**src/rtl/swc_pkg.sv**
```systemverilog
`default_nettype none

package swc_pkg;

	localparam int NUM_PORTS      = 4;
	localparam int BEATS_PER_CELL = 4;
	localparam int BEAT_IDX_W     = $clog2(BEATS_PER_CELL);
	localparam int CELL_AW        = 7;                       // 128 cells
	localparam int REF_W          = $clog2(NUM_PORTS + 1);  // copies per cell, 0..4
	localparam int MAX_DATA_W     = 128;                     // beat width on the output side

	// frame descriptor, ahead of its data beats
	typedef struct packed {
		logic [NUM_PORTS-1:0] port_map;   // never zero
		logic [5:0]           cell_count; // 1 to 63
	} swc_desc_t;

	// port queue entry
	typedef struct packed {
		logic [CELL_AW-1:0] addr;
		logic               first; // first cell of frame
		logic               last;  // last cell of frame
	} swc_cell_ptr_t;

	typedef struct packed {
		logic [MAX_DATA_W-1:0] data;
		logic                  first; // first beat of first cell
		logic                  last;  // last beat of last cell
	} swc_out_beat_t;

endpackage

`default_nettype wire

```
**src/rtl/swc_sync_fifo.sv**
```systemverilog
`timescale 1ns/100ps
`default_nettype none

module swc_sync_fifo #(
	parameter type payload_t = logic,
	parameter int  DEPTH     = 8
) (
	input  wire                          clk,
	input  wire                          rstn,
	input  wire                          i_push,
	input  wire payload_t                i_data,
	input  wire                          i_pop,
	output payload_t                     o_data,
	output logic                         o_empty,
	output logic [$clog2(DEPTH+1)-1:0]  o_count
);

	localparam int AW = $clog2(DEPTH);
	localparam int CW = $clog2(DEPTH + 1);

	payload_t      mem [DEPTH];
	logic [AW-1:0] wr_ptr;
	logic [AW-1:0] rd_ptr;

	always_ff @(posedge clk) begin
		if (i_push)
			mem[wr_ptr] <= i_data;
	end

	always_ff @(posedge clk or negedge rstn) begin
		if (!rstn) begin
			wr_ptr  <= '0;
			rd_ptr  <= '0;
			o_count <= '0;
		end else begin
			if (i_push)
				wr_ptr <= wr_ptr + 1'b1;
			if (i_pop)
				rd_ptr <= rd_ptr + 1'b1;
			o_count <= o_count + CW'(i_push) - CW'(i_pop);
		end
	end

	assign o_data  = mem[rd_ptr]; // fall through
	assign o_empty = (o_count == '0);

endmodule

`default_nettype wire

```
**src/rtl/swc_egress_scheduler.sv**
```systemverilog
`timescale 1ns/100ps
`default_nettype none

module swc_egress_scheduler #(
	parameter int OUT_CREDITS = 8
) (
	input  wire                                                clk,
	input  wire                                                rstn,
	input  wire [swc_pkg::NUM_PORTS-1:0]                       i_enq,
	input  wire swc_pkg::swc_cell_ptr_t                        i_enq_ptr,
	output logic                                               o_enq_block,
	output logic                                               o_rd_en,
	output logic [swc_pkg::CELL_AW+swc_pkg::BEAT_IDX_W-1:0]    o_rd_addr,
	input  wire [swc_pkg::MAX_DATA_W-1:0]                      i_rd_data,
	output logic                                               o_release,
	output logic [swc_pkg::CELL_AW-1:0]                        o_release_addr,
	output logic                                               o_out_valid,
	output logic [swc_pkg::NUM_PORTS-1:0]                      o_out_port,
	output swc_pkg::swc_out_beat_t                             o_out_beat,
	input  wire [swc_pkg::NUM_PORTS-1:0]                       i_out_credit
);

	localparam int NP           = swc_pkg::NUM_PORTS;
	localparam int PW           = $clog2(NP);
	localparam int Q_DEPTH      = 16;
	localparam int QCW          = $clog2(Q_DEPTH + 1);
	localparam int CW           = $clog2(OUT_CREDITS + 1);
	localparam int CELL_CREDITS = swc_pkg::BEATS_PER_CELL;

	swc_pkg::swc_cell_ptr_t          q_head [NP];
	logic [QCW-1:0]                  q_count [NP];
	logic [NP-1:0]                   q_empty;
	logic [NP-1:0]                   q_pop;
	logic [NP-1:0]                   q_nearly_full;
	logic [NP-1:0]                   ready;
	logic [NP-1:0][CW-1:0]           credit;
	logic                            gnt_valid;
	logic [PW-1:0]                   gnt_port;
	logic [PW-1:0]                   rr_ptr;
	logic                            rd_busy;
	logic [swc_pkg::BEAT_IDX_W-1:0]  rd_idx;
	logic [swc_pkg::CELL_AW-1:0]     rd_cell;
	logic [NP-1:0]                   rd_port;
	logic                            rd_first;
	logic                            rd_last;
	logic                            out_first;
	logic                            out_last;

	//==========================================================================
	// port queues
	//==========================================================================
	for (genvar p = 0; p < NP; p++) begin : g_port
		swc_sync_fifo #(.payload_t(swc_pkg::swc_cell_ptr_t), .DEPTH(Q_DEPTH)) u_queue (
			.clk    (clk),
			.rstn   (rstn),
			.i_push (i_enq[p]),
			.i_data (i_enq_ptr),
			.i_pop  (q_pop[p]),
			.o_data (q_head[p]),
			.o_empty(q_empty[p]),
			.o_count(q_count[p])
		);

		assign q_nearly_full[p] = (q_count[p] >= QCW'(Q_DEPTH - 1));
		assign ready[p]         = !q_empty[p] && (credit[p] >= CW'(CELL_CREDITS));
		assign q_pop[p]         = gnt_valid && (gnt_port == PW'(p));
	end

	assign o_enq_block = |q_nearly_full; // fewer than two free entries somewhere

	// a whole cell is charged at grant
	always_ff @(posedge clk or negedge rstn) begin
		if (!rstn) begin
			for (int p = 0; p < NP; p++)
				credit[p] <= CW'(OUT_CREDITS);
		end else begin
			for (int p = 0; p < NP; p++)
				credit[p] <= credit[p] + CW'(i_out_credit[p]) -
				             CW'(q_pop[p] ? CELL_CREDITS : 0);
		end
	end

	//==========================================================================
	// round robin, free from the last beat read of the current cell
	//==========================================================================
	always_comb begin
		logic [PW-1:0] idx;
		gnt_valid = 1'b0;
		gnt_port  = rr_ptr;
		for (int i = 0; i < NP; i++) begin
			idx = rr_ptr + PW'(i);
			if (!gnt_valid && ready[idx] && (!rd_busy || rd_idx == '1)) begin
				gnt_valid = 1'b1;
				gnt_port  = idx;
			end
		end
	end

	always_ff @(posedge clk) begin
		if (gnt_valid) begin
			rd_cell  <= q_head[gnt_port].addr;
			rd_first <= q_head[gnt_port].first;
			rd_last  <= q_head[gnt_port].last;
			rd_port  <= NP'(1) << gnt_port;
		end
	end

	always_ff @(posedge clk or negedge rstn) begin
		if (!rstn) begin
			rr_ptr      <= '0;
			rd_busy     <= 1'b0;
			rd_idx      <= '0;
			o_out_valid <= 1'b0;
			o_out_port  <= '0;
			out_first   <= 1'b0;
			out_last    <= 1'b0;
		end else begin
			if (gnt_valid) begin
				rr_ptr  <= gnt_port + 1'b1; // skip past the winner
				rd_busy <= 1'b1;
				rd_idx  <= '0;
			end else if (rd_busy) begin
				rd_idx <= rd_idx + 1'b1;
				if (rd_idx == '1)
					rd_busy <= 1'b0;
			end
			// flags lined up with ram data
			o_out_valid <= rd_busy;
			o_out_port  <= rd_busy ? rd_port : '0;
			out_first   <= rd_busy && rd_first && (rd_idx == '0);
			out_last    <= rd_busy && rd_last && (rd_idx == '1);
		end
	end

	assign o_rd_en        = rd_busy;
	assign o_rd_addr      = {rd_cell, rd_idx};
	assign o_release      = rd_busy && (rd_idx == '1); // one per copy
	assign o_release_addr = rd_cell;
	assign o_out_beat     = '{data: i_rd_data, first: out_first, last: out_last};

endmodule

`default_nettype wire

```
**config.mk**
```make
export PLATFORM = sky130hd
export DESIGN_NAME = swc_egress_scheduler
export DESIGN_NICKNAME = d
export VERILOG_FILES = /design/src/rtl/swc_pkg.sv /design/src/rtl/swc_sync_fifo.sv /design/src/rtl/swc_egress_scheduler.sv
export SDC_FILE = /design/constraint.sdc
export NUM_CORES = 1
export LEC_CHECK = 0
export BUFFER_PORTS_ARGS = -buffer_cell sky130_fd_sc_hd__buf_2
export CAP_MARGIN = 20
export CORE_UTILIZATION = 45
export DETAILED_ROUTE_END_ITERATION = 8
export HOLD_SLACK_MARGIN = 0.03
export PLACE_DENSITY = 0.67
export SLEW_MARGIN = 20
export SYNTH_ARGS = -nofsm -noshare
export SYNTH_HDL_FRONTEND = slang
export SYNTH_SLANG_ARGS = --single-unit
```
**constraint.sdc**
```tcl
create_clock -name clk -period 4.2 [get_ports clk]
set_input_delay 1.26 -clock clk [delete_from_list [all_inputs] [get_ports clk]]
set_output_delay 1.26 -clock clk [all_outputs]
set_load 0.03 [all_outputs]
```
# Word level (Yosys, flattened, before mapping)
# Memories as Yosys holds them, arrays and structs flattened.
# Index checks and enable logic that the tools add are counted.
# Widths: inputs -> output; s select.
[op_classes]
n_reduce_logical = 37
addsub = 29
bitwise = 1
n_eq_ne = 4
n_mux = 36
n_mul = 0
n_div = 0
n_lt_le_gt_ge = 13
n_shift = 1
[op_table]
columns = ["operator", "n"]
rows = [
  ["$add 4x1->4 const B", 8],
  ["$add 5x1->5", 4],
  ["$ge 5x4->1 const B", 4],
  ["$logic_and 1x1->1", 20],
  ["$logic_not 5->1", 4],
  ["$sub 5x1->5", 4],
  ["$mux 1", 19],
  ["$bmux 9 s2", 1],
  ["$mux 9", 2],
  ["$add 4x1->4", 4],
  ["$ge 4x3->1 const B", 4],
  ["$sub 4x3->4", 4],
  ["$lt 2x3->1 const B", 4],
  ["$mux 3", 4],
  ["$mux 2", 5],
  ["$bmux 1 s2", 4],
  ["$logic_not 1->1", 8],
  ["$add 2x1->2 const B", 3],
  ["$eq 2x2->1 const B", 3],
  ["$add 2x2->2 const B", 2],
  ["$logic_not 2->1", 2],
  ["$mux 4", 1],
  ["$reduce_or 4->1", 1],
  ["$shl 1x2->4 const A", 1],
  ["other kinds (5)", 5],
]
[totals]
ram_bits = 576
ff_bits = 93
mem_count = 4
in_bits = 147
word_cells = 152
output_inout_bits = 154
rom_bits = 0
latch_bits = 0
[memory_table]
columns = ["name", "depth", "word_bits", "read_ports", "rd_ports_with_merged_regs", "wr", "line", "rtl"]
rows = [
  ["g_port[0].u_queue.mem", 16, 9, 1, 0, 1, "swc_sync_fifo.sv:21", "payload_t mem [DEPTH];"],
  ["g_port[1].u_queue.mem", 16, 9, 1, 0, 1, "swc_sync_fifo.sv:21", ""],
  ["g_port[2].u_queue.mem", 16, 9, 1, 0, 1, "swc_sync_fifo.sv:21", ""],
  ["g_port[3].u_queue.mem", 16, 9, 1, 0, 1, "swc_sync_fifo.sv:21", ""],
]

# Logic depth before layout (Yosys ltp)
[depth]
word_depth = 23
depth_mapped = 19
mapped_depth_nobuf = 19

# By module
# From an unflattened synthesis, not the netlist that was laid out.
[unflattened]
cells_unflattened = 1585
hier_area_um2 = 28519.9
[by_module_without_submodules]
columns = ["module", "seq_area_each_um2", "instances", "area_per_inst_um2", "cells_per_inst"]
rows = [
  ["swc_sync_fifo at g_port[0].u_queue", 4649.5, 1, 6286.0, 303],
  ["swc_sync_fifo at g_port[1].u_queue", 4649.5, 1, 6277.3, 305],
  ["swc_sync_fifo at g_port[3].u_queue", 4649.5, 1, 6266.0, 307],
  ["swc_sync_fifo at g_port[2].u_queue", 4649.5, 1, 6242.2, 302],
  ["swc_egress_scheduler", 1096.1, 1, 3448.3, 368],
]

# Least setup slack after synthesis
# No wires, ideal clock.
[synth_path]
path_type = "register to register"
from = "register rd_idx[0] (netlist bit)"
to = "register g_port[0].u_queue.o_count[4]"
period_less_slack_ns = 3.544
required_time_ns = 4.078
setup_time_ns = 0.122
path_buffers = 1
path_slack_ns = 0.656
path_stages_with_launch = 20
t_arrival_ns = 3.421
cell_sequence = "dfrtp_1 > ha_1 > nor2b_1 > buf_2 > nor2_1 > a221o_2 > nand2_1 > o41ai_4 > a32oi_2 > inv_1 > ha_1 > inv_1 > ha_1 > inv_1 > fa_1 > inv_1 > a21oi_1 > nor2_1 > nor2_1 > xnor2_1"
[synth_via]
elab_chain_len = 19
word_cells_on_any_way = 22
cone_classes = "add/sub: 1; eq/ne: 1; mux: 7; reduce/logical: 13"
[synth_rtl]
columns = ["element", "line", "rtl"]
rows = [
  ["start, declared", "swc_egress_scheduler.sv:41", "logic [swc_pkg::BEAT_IDX_W-1:0] rd_idx;"],
  ["start signal, assigned", "swc_egress_scheduler.sv:123", "rd_idx <= rd_idx + 1'b1;"],
  ["$eq 2x2->1 (*)", "swc_egress_scheduler.sv:92", "if (!gnt_valid && ready[idx] && (!rd_busy || rd_idx == '1)) begin"],
  ["$logic_or 1x1->1 (*)", "swc_egress_scheduler.sv:92", ""],
  ["$logic_and 1x1->1", "swc_egress_scheduler.sv:92", ""],
  ["$mux 1", "swc_egress_scheduler.sv:92", ""],
  ["$logic_not 1->1", "swc_egress_scheduler.sv:92", ""],
  ["$logic_and 1x1->1 (2 in a row)", "swc_egress_scheduler.sv:92", ""],
  ["$mux 1", "swc_egress_scheduler.sv:92", ""],
  ["$logic_not 1->1", "swc_egress_scheduler.sv:92", ""],
  ["$logic_and 1x1->1 (2 in a row)", "swc_egress_scheduler.sv:92", ""],
  ["$mux 1", "swc_egress_scheduler.sv:92", ""],
  ["$logic_not 1->1", "swc_egress_scheduler.sv:92", ""],
  ["$logic_and 1x1->1 (2 in a row)", "swc_egress_scheduler.sv:92", ""],
  ["$mux 2", "swc_egress_scheduler.sv:92", ""],
  ["$logic_not 2->1", "swc_egress_scheduler.sv:66", "assign q_pop[p] = gnt_valid && (gnt_port == PW'(p));"],
  ["$logic_and 1x1->1 (*)", "swc_egress_scheduler.sv:66", ""],
  ["named net g_port[0].u_queue.i_pop", "swc_sync_fifo.sv:12", "input wire i_pop,"],
  ["$sub 5x1->5 (*)", "swc_sync_fifo.sv:40", "o_count <= o_count + CW'(i_push) - CW'(i_pop);"],
  ["end signal, assigned", "swc_sync_fifo.sv:40", ""],
  ["end, declared", "swc_sync_fifo.sv:15", "output logic [$clog2(DEPTH+1)-1:0] o_count"],
]
# The timed path passes the listed nets; every way through them passes the cells marked *.
# A chain may end at the register's enable or synchronous reset.

# Worst setup path in the final report
[layout_path]
from = "register rr_ptr[0]"
to = "register g_port[0].u_queue.o_count[4]"
[layout_via]
elab_chain_len = 19
word_cells_on_any_way = 31
cone_classes = "add/sub: 4; mux: 15; reduce/logical: 12"
[layout_rtl]
columns = ["element", "line", "rtl"]
rows = [
  ["start, declared", "swc_egress_scheduler.sv:39", "logic [PW-1:0] rr_ptr;"],
  ["start signal, assigned", "swc_egress_scheduler.sv:119", "rr_ptr <= gnt_port + 1'b1;"],
  ["parallel branches: the longest is 17 deep, another holds $add 2x1->2", "n/a", ""],
  ["$logic_and 1x1->1 (*)", "swc_egress_scheduler.sv:66", ""],
  ["named net g_port[0].u_queue.i_pop", "swc_sync_fifo.sv:12", ""],
  ["$sub 5x1->5 (*)", "swc_sync_fifo.sv:40", ""],
]
# Mark *: on every way through the listed nets, which the timed path passes. The select of a mux whose other input is x is not followed.

==> impl_metrics.toml <==
[synthesis]
synth_compound_area_share_pct = 2.285
yosys_warnings = 0
synth_ff_type = "edfxtp_1"
synthArstFlopShare_pct = 11.96
synth_seq_cells = 669
ys_types = 67
synth_area_um2 = 28800
yosysMostFrequentCell = "edfxtp_1"
yosys-top-cells-count = "589 x edfxtp_1, 165 x mux4_2, 141 x buf_4, 82 x ha_1, 76 x dfrtp_1"
synthSimpleGateAreaFrac_pct = 3.680
synth_nets = 1807
synthAdderAreaFrac_pct = 3.841
syn_avg_cell_area_um2 = 18.30
synth_edf_count = 589
synth_top_area_cell = "edfxtp_1"
syn_inst = 1574
yosysSeqAreaShare_pct = 68.39
synth_mux_area_share_pct = 14.74
synthXorXnorAreaFrac_pct = 1.586
synth_top_family_by_area = "multiplexers"
yosysTopAreaCellShare_pct = 61.42
ys_top_cells_by_area = "edfxtp_1 61%, mux4_2 13%, dfrtp_1 6.6%"

[global_route]
grt_use_total_pct = 19.76
grt_pass1_wl_um = 93150
antenna_found_initial = 1
overflow = 0
grt_max_degree = 65
grt_pass1_vias = 14320

[die]
core_area_um2 = 63200
dieArea_um2 = 65010
start_util_pct = 45.57
num_rows = 92
die_y_um = 255.0
io_pins = 301
die_x_um = 255.0

[timing]
max_slew_margin_pct = 28.62
setup_viol_count_final = 0
drv_slew = 0
period_minus_slack_ns = 3.911
fmax_mhz = 255.7
finClkSkew_ns = 0.03065
hold_viol = 0
fin_tns_setup_ns = 0
rsz0062_at_grt = "no"
finalCritPeriodShare_pct = 93.11
tightest_slew_ns = 1.071

[clock_tree]
clock-sinks = 669
clock_latency_ns = 0.62
cts_buffer_depth = 3
post_cts_resized = 0
cts_inserted_buffers = 70
clkSlewWorstSetupHoldPaths_ns = 0.06
cts_setup_buffers = 0
cts_tree = "built"
root_buffer = "clkbuf_16"
h-tree-depth = 3
holdBufCountCts = 0

[worst_setup_path]
critPathRequiredTime_ns = 4.69
crit_slowest_cell = "dfrtp_1"
cp_top_family = "flip-flops"
start_kind = "flip-flop"
cp.buffers_inverters = 4
worstPathCellList = "nand2_1 > nor4_1 > a221o_2 > o21ai_0 > a32oi_2 > inv_1 > ha_1 > inv_1 > ha_1 > inv_1 > fa_1 > inv_1 > a21oi_1 > nor2_1 > nor2_1 > xnor2_1"
worstSetupPathType = "reg2reg"
crit_path_frequent_cell = "inv_1"
critPathMaxStageDelay_ns = 0.88
cp_max_fo = 22
cp-end-kind = "flip-flop"
critPathArrivalTime_ns = 4.40

[placed_design]
place_congestion = 0.8824
post_dp_cell_area_um2 = 29160
port_buffers = 44
dp_hpwl_um = 40310

[routing]
drt_pass1_iterations = 6
drt_iter0_markers = 1136
drt-total-wl_um = 62330
wl_per_cell_um = 25.56
vias = 13890
drc = 0
ant_nets = 0
via_per_inst = 5.697

[job]
drv_cap = 0

[finish]
fin_nets = 1770
drive_above_1_share_pct = 24.81
fillers = 5090
antennaDiodeCount = 0
area_growth_syn_to_layout_pct = 9.454
fin_area_um2 = 31520

[power_and_ir_drop]
total_power_mw = 23.55
power_leakage_nw = 10.92
p_per_area_nw_per_um2 = 747.2
vdd_drop_max_mv = 0.4978

[run_status]
status = "complete, no violations"

[worst_hold_path]
hold_class = "reg2reg"
-- worst reg2reg max path: stages, from the launching register on --
cell and delay [ns]:
dfrtp_1 0.88, nand2_1 0.20, nor4_1 0.52, a221o_2 0.36
o21ai_0 0.16, a32oi_2 0.29, inv_1 0.08, ha_1 0.27
inv_1 0.05, ha_1 0.15, inv_1 0.06, fa_1 0.40
inv_1 0.07, a21oi_1 0.05, nor2_1 0.08, nor2_1 0.06
xnor2_1 0.12
-- placed cells by master (no fill, tap or decap), types with 4 or more instances in the layout --
master	count
edfxtp_1	589
mux4_2	165
ha_1	82
dfrtp_1	72
clkbuf_16	71
inv_1	67
nor2_1	55
mux2i_1	48
buf_4	45
buf_2	43
nand2_1	42
and2_1	33
xnor2_1	33
o21ai_0	17
xor2_1	16
nor3_1	15
clkinv_2	12
a221oi_1	11
a22oi_1	11
clkbuf_1	11
a21oi_1	10
and3_1	8
clkinv_1	8
nand2b_1	7
bufinv_16	7
nand3_1	6
nand4_1	6
nor4_1	5
nor3b_1	5
clkbuf_8	5
o22ai_1	4
a21o_1	4
a211oi_1	4
fa_1	4
clkinvlp_4	4
dfstp_2	4
dfrtp_2	4
-- power by group --
part,leakage [nW],internal [mW],switching [mW]
Clock,1.14,3.67,2.62
Sequential,6.27,8.44,0.926
Combinational,3.51,3.59,4.31
-- sequential cells by signal (all words and copies together) (netlist names), 4 cells and up --
| register | cells |
|---|---|
| g_port.u_queue.rd_ptr | 16 |
| g_port.u_queue.wr_ptr | 16 |
| g_port.u_queue.mem | 576 |
| rd_port | 4 |
| o_out_port | 4 |
| g_port.u_queue.o_count | 20 |
| credit | 16 |
| o_release_addr | 7 |
-- per-stage QoR --
| step | hold WS, ns | utilization [%] | setup WS (ns) | instances |
|---|---|---|---|---|
| 4_1_cts | 0.4618 | 49.88 | 0.3642 | 2438 |
| 3_3_place_gp | 0.4476 | 46.15 | 0.5234 | 2311 |
| 5_1_grt | 0.4720 | 49.88 | 0.01973 | 2438 |
| 3_5_place_dp | 0.4497 | 46.15 | 0.4064 | 2311 |
| 2_1_floorplan | 0.4330 | - | 0.6564 | 1574 |
| 6_report | 0.4597 | 49.88 | 0.2894 | 2438 |
-- metal layers --
metal  wire (um)  vias up  global-route usage, %
li1            -     5930                      -
met1       25740     7186                  26.39
met2       29430      536                  31.27
met3        4339      238                  4.261
met4        2824        0                  8.777
met5           0        -                      0
-- cells by family after synthesis --
group                      after synthesis
DFF                                    669
buffers and inverters                  269
muxes                                  217
and+or+nand+nor                        198
adders and majority gates               86
AOI/OAI and AO/OA                       85
xor gates and xnor gates                50
-- path summary, 6_finish.rpt --
check                                                     endpoint                      from  cells past startpoint  slack, ns
min                                        o_out_port[1]$_DFF_PN0_  rd_port[1]$_SDFFCE_PP0P_                      1       0.46
max in group asynchronous                     credit[15]$_DFF_PN1_                      rstn                      2       2.68
max reg2reg                 g_port[0].u_queue.o_count[4]$_DFF_PN0_     rr_ptr[0]$_DFFE_PN0P_                     16       0.29
min in group asynchronous  g_port[1].u_queue.wr_ptr[0]$_DFFE_PN0P_                      rstn                      1       0.70
max                         g_port[0].u_queue.o_count[4]$_DFF_PN0_     rr_ptr[0]$_DFFE_PN0P_                     16       0.29
min reg2reg                                o_out_port[1]$_DFF_PN0_  rd_port[1]$_SDFFCE_PP0P_                      1       0.46
-- area by class of cell --
type / count / area [um^2] / area share, %
sequential: 669 / 19700 / 62.50
multi-input combinational: 636 / 7532 / 23.90
clock buffer: 87 / 1887 / 5.986
tap: 846 / 1059 / 3.358
timing repair buffer: 91 / 613.1 / 1.945
clock inverter: 40 / 471.7 / 1.497
inverter: 69 / 259.0 / 0.8217
Power figures use the tool's default switching activity.
